## src/hwpe_stream_consts.svh

```systemverilog
/*
  Shared constants of the stream buffer.
  Strobe width is derived as data width / 8, so the data width must be a byte multiple.
  Register offsets are word offsets; the slave drops the two low byte address bits.
*/
`ifndef HWPE_STREAM_CONSTS_SVH
`define HWPE_STREAM_CONSTS_SVH

`define STREAM_DATA_WIDTH 32 // Bits per stream word
`define STREAM_FIFO_DEPTH 8  // Default FIFO depth, at least 2
`define WB_ADR_WIDTH      4  // Byte address bits seen by the slave

`define REG_DATA   0 // Push on write, pop on read
`define REG_STATUS 1 // FIFO flags, read only
`define REG_CLEAR  2 // Write pulses clear

`define FLAG_EMPTY        0
`define FLAG_FULL         1
`define FLAG_ALMOST_EMPTY 2
`define FLAG_ALMOST_FULL  3

`endif

```

## src/hwpe_stream_package.sv

```systemverilog
/*
  Types shared by the stream buffer blocks.
  Widths come from the consts header; flags are a plain vector indexed by FLAG_* bits.
*/
`include "hwpe_stream_consts.svh"

package hwpe_stream_package;

  typedef logic [`STREAM_DATA_WIDTH-1:0]   stream_data_t; // One stream word
  typedef logic [`STREAM_DATA_WIDTH/8-1:0] stream_strb_t; // One enable per byte
  typedef logic [3:0]                      flags_fifo_t;  // Bit positions in FLAG_*
  typedef logic [`WB_ADR_WIDTH-1:0]        wb_adr_t;      // Byte address

  // FIFO fill state
  typedef enum logic [1:0] {
    EMPTY,
    MIDDLE,
    FULL
  } fifo_state_e;

  // Bus port state
  typedef enum logic [1:0] {
    IDLE,
    WAIT_PUSH,
    WAIT_POP,
    ACK
  } wb_state_e;

endpackage

```

## src/hwpe_stream_intf_stream.sv

```systemverilog
/*
  Valid/ready stream carrying one word plus byte strobes.
  A beat moves on a rising edge with valid and ready both high.
  The source keeps data and strb stable while valid waits for ready.
*/
`timescale 1ns/1ns

interface hwpe_stream_intf_stream import hwpe_stream_package::*; ();

  logic         valid;
  logic         ready;
  stream_data_t data;
  stream_strb_t strb;

  modport source (
    output valid, data, strb,
    input  ready
  );

  modport sink (
    input  valid, data, strb,
    output ready
  );

  // Passive observer, e.g. for a checker
  modport monitor (
    input valid, ready, data, strb
  );

endinterface

```

## src/hwpe_stream_fifo.sv

```systemverilog
/*
  Single-clock circular FIFO on stream interfaces, flip-flop storage only.
  No fall-through: a pushed beat shows at the pop side one cycle later at the earliest.
  FIFO_DEPTH must be 2 or more; it need not be a power of two.
  Flags come from registered state only. clear_i empties the FIFO and zeroes storage.
*/
`timescale 1ns/1ns
`include "hwpe_stream_consts.svh"

module hwpe_stream_fifo import hwpe_stream_package::*; #(
  parameter int unsigned FIFO_DEPTH = `STREAM_FIFO_DEPTH
) (
  input  logic                   clk_i,
  input  logic                   rst_ni,
  input  logic                   clear_i,
  output flags_fifo_t            flags_o,
  hwpe_stream_intf_stream.sink   push_i,
  hwpe_stream_intf_stream.source pop_o
);

  localparam int unsigned ADDR_W = (FIFO_DEPTH > 1) ? $clog2(FIFO_DEPTH) : 1;

  fifo_state_e state_q, state_d;

  logic [ADDR_W-1:0] push_ptr_q, push_ptr_d;
  logic [ADDR_W-1:0] pop_ptr_q, pop_ptr_d;
  logic [ADDR_W-1:0] push_ptr_nxt; // Wrapped successors
  logic [ADDR_W-1:0] pop_ptr_nxt;

  stream_data_t data_q [FIFO_DEPTH];
  stream_strb_t strb_q [FIFO_DEPTH];

  logic push_fire;
  logic pop_fire;

  // Increment with wrap at the last entry
  function automatic logic [ADDR_W-1:0] next_ptr(input logic [ADDR_W-1:0] ptr);
    if (ptr == ADDR_W'(FIFO_DEPTH - 1)) begin
      return '0;
    end
    return ptr + 1'b1;
  endfunction

  assign push_ptr_nxt = next_ptr(push_ptr_q);
  assign pop_ptr_nxt  = next_ptr(pop_ptr_q);

  // Handshakes, both gated by own state
  assign push_i.ready = (state_q != FULL);
  assign pop_o.valid  = (state_q != EMPTY);
  assign push_fire    = push_i.valid & push_i.ready;
  assign pop_fire     = pop_o.valid & pop_o.ready;

  // Read port, straight from storage
  assign pop_o.data = data_q[pop_ptr_q];
  assign pop_o.strb = strb_q[pop_ptr_q];

  always_comb begin
    flags_o                     = '0;
    flags_o[`FLAG_EMPTY]        = (state_q == EMPTY);
    flags_o[`FLAG_FULL]         = (state_q == FULL);
    // One entry held
    flags_o[`FLAG_ALMOST_EMPTY] = (state_q == MIDDLE) && (pop_ptr_nxt == push_ptr_q);
    // One slot free
    flags_o[`FLAG_ALMOST_FULL]  = (state_q == MIDDLE) && (push_ptr_nxt == pop_ptr_q);
  end

  // Pointers only move on a transfer
  assign push_ptr_d = push_fire ? push_ptr_nxt : push_ptr_q;
  assign pop_ptr_d  = pop_fire  ? pop_ptr_nxt  : pop_ptr_q;

  // Next state
  always_comb begin
    state_d = state_q;
    case (state_q)
      EMPTY: begin
        if (push_fire) begin
          state_d = MIDDLE;
        end
      end
      MIDDLE: begin
        case ({push_fire, pop_fire})
          2'b10: begin
            if (push_ptr_nxt == pop_ptr_q) begin // Last free slot taken
              state_d = FULL;
            end
          end
          2'b01: begin
            if (pop_ptr_nxt == push_ptr_q) begin // Last entry leaves
              state_d = EMPTY;
            end
          end
          default: begin
            state_d = MIDDLE; // Idle or push and pop together
          end
        endcase
      end
      FULL: begin
        if (pop_fire) begin
          state_d = MIDDLE;
        end
      end
      default: begin
        state_d = EMPTY;
      end
    endcase
  end

  always_ff @(posedge clk_i or negedge rst_ni) begin
    if (!rst_ni) begin
      state_q    <= EMPTY;
      push_ptr_q <= '0;
      pop_ptr_q  <= '0;
    end else if (clear_i) begin
      state_q    <= EMPTY;
      push_ptr_q <= '0;
      pop_ptr_q  <= '0;
    end else begin
      state_q    <= state_d;
      push_ptr_q <= push_ptr_d;
      pop_ptr_q  <= pop_ptr_d;
    end
  end

  // Storage, written at the push pointer
  always_ff @(posedge clk_i) begin
    if (clear_i) begin
      for (int i = 0; i < FIFO_DEPTH; i++) begin
        data_q[i] <= '0;
        strb_q[i] <= '0;
      end
    end else if (push_fire) begin
      data_q[push_ptr_q] <= push_i.data;
      strb_q[push_ptr_q] <= push_i.strb;
    end
  end

endmodule

```

## src/hwpe_stream_strb_mask.sv

```systemverilog
/*
  One-entry elastic register stage.
  Bytes with a clear strobe leave as zero; outgoing strobes are all ones.
  Accepts when empty or when its output moves in the same cycle. clear_i drops the beat.
*/
`timescale 1ns/1ns

module hwpe_stream_strb_mask import hwpe_stream_package::*; (
  input  logic                   clk_i,
  input  logic                   rst_ni,
  input  logic                   clear_i,
  hwpe_stream_intf_stream.sink   push_i,
  hwpe_stream_intf_stream.source pop_o
);

  logic         valid_q;
  stream_data_t data_q;
  stream_data_t masked;
  logic         push_fire;
  logic         pop_fire;

  // Zero every disabled byte
  always_comb begin
    masked = push_i.data;
    for (int b = 0; b < $bits(stream_strb_t); b++) begin
      if (!push_i.strb[b]) begin
        masked[8*b +: 8] = 8'h00;
      end
    end
  end

  assign push_i.ready = ~valid_q | pop_o.ready; // Free now or freed this cycle
  assign push_fire    = push_i.valid & push_i.ready;
  assign pop_fire     = valid_q & pop_o.ready;

  assign pop_o.valid = valid_q;
  assign pop_o.data  = data_q;
  assign pop_o.strb  = '1;                      // Every byte now meaningful

  always_ff @(posedge clk_i or negedge rst_ni) begin
    if (!rst_ni) begin
      valid_q <= 1'b0;
    end else if (clear_i) begin
      valid_q <= 1'b0;
    end else if (push_fire) begin
      valid_q <= 1'b1;                          // Refill, possibly while draining
    end else if (pop_fire) begin
      valid_q <= 1'b0;
    end
  end

  // Payload, held under back-pressure
  always_ff @(posedge clk_i) begin
    if (push_fire) begin
      data_q <= masked;
    end
  end

endmodule

```

## src/hwpe_stream_wb_port.sv

```systemverilog
/*
  Wishbone classic slave in front of the stream path. No pipelined mode, no err/rty.
  Data writes stall in WAIT_PUSH until the FIFO accepts; data reads stall in WAIT_POP
  until a word arrives, so reading an empty buffer blocks the bus.
  Ack is one cycle wide; the host must drop stb after ack.
*/
`timescale 1ns/1ns
`include "hwpe_stream_consts.svh"

module hwpe_stream_wb_port import hwpe_stream_package::*; (
  input  logic                   clk_i,
  input  logic                   rst_ni,
  input  logic                   wb_cyc_i,
  input  logic                   wb_stb_i,
  input  logic                   wb_we_i,
  input  wb_adr_t                wb_adr_i,
  input  stream_data_t           wb_dat_i,
  input  stream_strb_t           wb_sel_i,
  output stream_data_t           wb_dat_o,
  output logic                   wb_ack_o,
  input  flags_fifo_t            flags_i,
  output logic                   clear_o,
  hwpe_stream_intf_stream.source push_o,
  hwpe_stream_intf_stream.sink   pop_i
);

  localparam int unsigned OFF_W = `WB_ADR_WIDTH - 2;

  localparam logic [OFF_W-1:0] OFF_DATA   = `REG_DATA;
  localparam logic [OFF_W-1:0] OFF_STATUS = `REG_STATUS;
  localparam logic [OFF_W-1:0] OFF_CLEAR  = `REG_CLEAR;

  wb_state_e        state_q, state_d;
  logic [OFF_W-1:0] word_off;
  logic             req;
  logic             clear_q;
  stream_data_t     rdata_q;

  assign word_off = wb_adr_i[`WB_ADR_WIDTH-1:2]; // Byte to word address
  assign req      = wb_cyc_i & wb_stb_i;

  // Stream side, host holds dat and sel for the whole cycle
  assign push_o.valid = (state_q == WAIT_PUSH);
  assign push_o.data  = wb_dat_i;
  assign push_o.strb  = wb_sel_i;
  assign pop_i.ready  = (state_q == WAIT_POP);

  assign wb_ack_o = (state_q == ACK);
  assign wb_dat_o = rdata_q;
  assign clear_o  = clear_q;

  always_comb begin
    state_d = state_q;
    case (state_q)
      IDLE: begin
        if (req) begin
          if (word_off == OFF_DATA) begin
            state_d = wb_we_i ? WAIT_PUSH : WAIT_POP;
          end else begin
            state_d = ACK; // Status, clear and unmapped
          end
        end
      end
      WAIT_PUSH: if (push_o.ready) state_d = ACK;
      WAIT_POP:  if (pop_i.valid)  state_d = ACK;
      default:   state_d = IDLE;   // ACK lasts one cycle
    endcase
  end

  always_ff @(posedge clk_i or negedge rst_ni) begin
    if (!rst_ni) begin
      state_q <= IDLE;
      clear_q <= 1'b0;
    end else begin
      state_q <= state_d;
      // Single pulse, lines up with ack
      clear_q <= (state_q == IDLE) && req && wb_we_i && (word_off == OFF_CLEAR);
    end
  end

  // Read data, captured when the access resolves
  always_ff @(posedge clk_i) begin
    if (state_q == IDLE && req) begin
      if (!wb_we_i && word_off == OFF_STATUS) begin
        rdata_q <= stream_data_t'(flags_i); // Flags in low bits
      end else begin
        rdata_q <= '0;
      end
    end else if (state_q == WAIT_POP && pop_i.valid) begin
      rdata_q <= pop_i.data;
    end
  end

endmodule

```

## src/hwpe_stream_buffer_top.sv

```systemverilog
/*
  Stream buffer reachable over Wishbone classic.
  Path is port -> FIFO -> strobe mask -> port. Up to FIFO_DEPTH words sit in the FIFO,
  one more in the mask stage. Register map in the consts header.
*/
`timescale 1ns/1ns
`include "hwpe_stream_consts.svh"

module hwpe_stream_buffer_top import hwpe_stream_package::*; #(
  parameter int unsigned FIFO_DEPTH = `STREAM_FIFO_DEPTH
) (
  input  logic         clk_i,
  input  logic         rst_ni,
  input  logic         wb_cyc_i,
  input  logic         wb_stb_i,
  input  logic         wb_we_i,
  input  wb_adr_t      wb_adr_i,
  input  stream_data_t wb_dat_i,
  input  stream_strb_t wb_sel_i,
  output stream_data_t wb_dat_o,
  output logic         wb_ack_o
);

  flags_fifo_t flags;
  logic        clear;

  hwpe_stream_intf_stream wb_push ();  // Port to FIFO
  hwpe_stream_intf_stream fifo_pop (); // FIFO to mask stage
  hwpe_stream_intf_stream mask_pop (); // Mask stage back to port

  hwpe_stream_wb_port i_wb_port (
    .clk_i    ( clk_i    ),
    .rst_ni   ( rst_ni   ),
    .wb_cyc_i ( wb_cyc_i ),
    .wb_stb_i ( wb_stb_i ),
    .wb_we_i  ( wb_we_i  ),
    .wb_adr_i ( wb_adr_i ),
    .wb_dat_i ( wb_dat_i ),
    .wb_sel_i ( wb_sel_i ),
    .wb_dat_o ( wb_dat_o ),
    .wb_ack_o ( wb_ack_o ),
    .flags_i  ( flags    ),
    .clear_o  ( clear    ),
    .push_o   ( wb_push  ),
    .pop_i    ( mask_pop )
  );

  hwpe_stream_fifo #(
    .FIFO_DEPTH ( FIFO_DEPTH )
  ) i_fifo (
    .clk_i   ( clk_i    ),
    .rst_ni  ( rst_ni   ),
    .clear_i ( clear    ),
    .flags_o ( flags    ),
    .push_i  ( wb_push  ),
    .pop_o   ( fifo_pop )
  );

  hwpe_stream_strb_mask i_strb_mask (
    .clk_i   ( clk_i    ),
    .rst_ni  ( rst_ni   ),
    .clear_i ( clear    ),
    .push_i  ( fifo_pop ),
    .pop_o   ( mask_pop )
  );

endmodule

```

## config.mk

```make
export PLATFORM = sky130hd
export DESIGN_NAME = hwpe_stream_buffer_top
export DESIGN_NICKNAME = d
export VERILOG_FILES = /design/src/hwpe_stream_package.sv /design/src/hwpe_stream_intf_stream.sv /design/src/hwpe_stream_fifo.sv /design/src/hwpe_stream_strb_mask.sv /design/src/hwpe_stream_wb_port.sv /design/src/hwpe_stream_buffer_top.sv
export VERILOG_INCLUDE_DIRS = /design/src /design/src/src
export SDC_FILE = /design/constraint.sdc
export NUM_CORES = 1
export LEC_CHECK = 0
export BUFFER_PORTS_ARGS = -buffer_cell sky130_fd_sc_hd__buf_2
export CAP_MARGIN = 10
export CORE_MARGIN = 1.5
export CORE_UTILIZATION = 66
export DETAILED_ROUTE_END_ITERATION = 16
export GPL_TIMING_DRIVEN = 0
export PLACE_DENSITY = 0.85
export RECOVER_POWER = 25
export SYNTH_ARGS = -nofsm -noshare
export SYNTH_HDL_FRONTEND = slang
export SYNTH_SLANG_ARGS = --single-unit
export TNS_END_PERCENT = 20
```

## constraint.sdc

```tcl
create_clock -name clk_i -period 7.4 [get_ports clk_i]
set_clock_uncertainty 0.1 [all_clocks]
set_input_delay 1.48 -clock clk_i [delete_from_list [all_inputs] [get_ports clk_i]]
set_output_delay 1.48 -clock clk_i [all_outputs]
set_load 0.005 [all_outputs]
```

==> results.toml <==
[run_status]
status = "finished, violations left"
violations = "capacitance limit, slew limit"

[run]
cap_violations = 3

[worst_setup_path]
critPathCaptureType = "register"
critPathMaxFanout = 36
max_stage_delay_ns = 1.03
cp.required_ns = 7.42
critPathTopFamily = "simple AND/OR/NAND/NOR gates"
critPathArrivalTime_ns = 3.92
ff2ff_setup_slack_ns = 3.50
cp_num_cells = 6
worstPathCellList = "inv_1, ha_1, nand2_1, or3_1, nor3_1, or2_2"
crit_slowest_cell = "or2_2"
reg2reg_depth = 6
worstSetupPathType = "reg -> reg"
reg2reg_from = "i_wb_port.state_q[1]"
startpoint_type = "register"
cp_num_buf_inv = 1
r2r_end = "i_fifo.data_q[0][11]"

[clock_tree]
clk_latency_ns = 0.51
clk_pin_slew_worst_paths_ns = 0.06
max-clock-path-buffers = 3
cts_buffers = 36
clockRootBuffer = "clkbuf_16"
holdBufCountCts = 0
cts_tree = "yes"
numClockSinks = 364
h-tree-depth = 2
post_cts_buffers = 0
cts_resized = 0

[layout]
area_delta_synth_final_pct = 11.88
nNetsFinal = 1145
final_util_pct = 75.50
multi_input_area_sq_mm = 0.004761
fill_cells = 1382
layout_commonest_cell = "edfxtp_1"
seq_area_sq_mm = 0.01087
final_cell_mix = "edfxtp_1, and2_1, buf_2"
drive_gt1_share_pct = 21.29
final_cells = 1437

[pwr]
power.share.switching_pct = 29.91
combPwrFrac_pct = 28.7
ir_drop_uv = 281.7
p_int_mw = 4.685
power_frac_clock_pct = 27.8
p_sw_mw = 1.999
powerDensity_mw_per_mm2 = 375.0
leakage_nw = 6.420
finalPower_mw = 6.684
seq_power_share_pct = 43.5

[placed_design]
dpl.cell_count = 1371
dp_hpwl_um = 21160
portBuffers = 75
place_congestion = 0.7699
place_ws_ns = 3.791

[synthesis]
synth.distinct_cells = 42
syn-cell-area_sq_mm = 0.01593
synthCells = 976
synthSimpleGateAreaFrac_pct = 15.67
syn-num-nets = 1031
yosys_warnings = 0
synth_top_family_by_area = "simple AND/OR/NAND/NOR gates"
avgSynthCellArea_sq_um = 16.33
muxShareOfSynthArea_pct = 12.77
synth_seq_cells = 364
synthAdderAreaFrac_pct = 0.7852
synth_compound_gate_area_share_pct = 0.5732
synth_xor_area_share_pct = 0.3848
ys_seq_area_share_pct = 68.22

[global_route]
grt_max_degree = 37
grt-ovfl-total = 0
antenna_found_initial = 3
grt_usage_pct = 29.18
grt_pass1_vias = 9046
grt_pass1_wl_um = 52100

[floorplan]
die_w_um = 158.4
die_area_sq_mm = 0.02508
rows = 56
ios = 78
core_sq_mm = 0.02361
die_h_um = 158.4
initial_core_util_pct = 67.48

[detailed_routing]
wirelength_um = 35360
ant_nets = 0
drt-pass1-iter-count = 5
drtIter0Drc = 777
wl_per_cell_um = 24.60
vias_per_cell = 6.168
drc = 0
dr_total_vias = 8863

[hold_path]
holdCritPathClass = "reg -> reg"
hold_path_end = "i_wb_port.wb_dat_o[21]"
whs_path_depth = 1
hp-start = "i_strb_mask.pop_o.data[21]"

[timing]
period_minus_slack_ns = 3.901
finalHoldViolCount = 0
fmax_mhz = 256.3
finalSetupViolCount = 0
finalCritPeriodShare_pct = 52.72
rsz0062_at_grt = "no"
setup_ws_ns = 3.499
timing.slew.headroom_pct = -17.12
finalSetupTns_ns = 0
slew_violations = 51
worstMarginPinSlew_ns = 1.750
-- layout make-up --
| cell class | count | share of cell area, % |
|---|---|---|
| buffer | 50 | 1.158 |
| tap | 319 | 2.239 |
| multi-input combinational | 557 | 26.71 |
| clock buffer | 44 | 5.341 |
| timing repair buffer | 76 | 2.106 |
| sequential | 364 | 60.98 |
| inverter | 5 | 0.1053 |
| antenna | 5 | 0.07019 |
| clock inverter | 17 | 1.298 |
-- how the worst max path moves through the flow --
stage	from	end	slack, ns
after global placement	i_wb_port.state_q[0]	i_fifo.state_q[0]	2.60
final	i_wb_port.state_q[1]	i_fifo.data_q[0][11]	3.50
after floorplan	i_wb_port.state_q[0]	i_fifo.state_q[0]	4.02
after global routing	i_wb_port.state_q[1]	i_fifo.data_q[1][16]	3.36
after CTS	i_wb_port.state_q[1]	i_fifo.data_q[5][18]	4.06
after detailed placement	wb_stb_i	i_wb_port.wb_dat_o[12]	3.79
-- worst reg2reg max path: stages (launching register included) --
cell	delay [ns]
dfrtp_1	0.41
inv_1	0.09
ha_1	0.25
nand2_1	0.18
or3_1	0.44
nor3_1	0.98
or2_2	1.04
-- per-layer routing --
layer	track usage (%)	wire, um
met1	38.20	13080
met5	0	0
met4	12.19	953
met3	5.335	3205
met2	48.74	18120
-- logic make-up (layout without fill, tap and decap cells) --
family,Yosys count,in the layout
and+or+nand+nor,412,412
DFF,364,364
muxes,113,113
buffers and inverters,55,192
adders and majority gates,10,10
xor gates and xnor gates,7,7
AOI/OAI and AO/OA,15,15
other,0,5
-- Yosys cell counts, drive strengths merged --
master	number	share of area, %
a21oi	7	0.22
a222oi	1	0.063
a22o	2	0.11
a31oi	1	0.039
and2	316	13
and2b	1	0.055
buf	16	0.63
clkbuf	34	0.85
dfrtp	12	1.9
edfxtp	352	66
ha	10	0.79
inv	5	0.12
mux2	2	0.14
mux2i	39	2.4
mux4	72	10
nand2	15	0.40
nand2b	4	0.20
nand3	5	0.16
nand3b	1	0.047
nand4b	1	0.055
nor2	50	1.3
nor2b	3	0.12
nor3	4	0.23
nor3b	1	0.047
nor4b	1	0.055
o211ai	1	0.047
o21ai	3	0.094
or2	8	0.31
or3	2	0.11
xnor2	5	0.27
xor2	2	0.11
-- stage by stage --
stage               hold WS, ns  instance area (sq um)
floorplan                0.3963                  15930
global route             0.4262                  17820
global placement         0.4001                  16710
finish                   0.4176                  17830
detailed placement       0.4040                  16740
CTS                      0.4209                  17920
-- registers in the layout, indices dropped and copies added, names as in the netlist --
| signal | flops |
|---|---|
| i_fifo.data_q | 256 |
| i_fifo.strb_q | 32 |
| i_strb_mask.pop_o.data | 32 |
| i_wb_port.wb_dat_o | 32 |
| i_fifo.pop_ptr_q | 3 |
| i_fifo.push_ptr_q | 3 |
| i_fifo.state_q | 2 |
| i_wb_port.state_q | 2 |
| i_strb_mask.pop_o.valid | 1 |
| i_wb_port.clear_o | 1 |
-- power by group through the flow --
stage	combinational [mW]	sequential, mW	clock (mW)
4_1_cts	1.98	2.90	1.86
3_3_place_gp	1.87	2.93	0
3_5_place_dp	1.96	2.94	0
2_1_floorplan	1.31	2.92	0
6_report	1.92	2.91	1.86
5_1_grt	2.07	2.94	1.94
(Power assumes the default switching activity.)
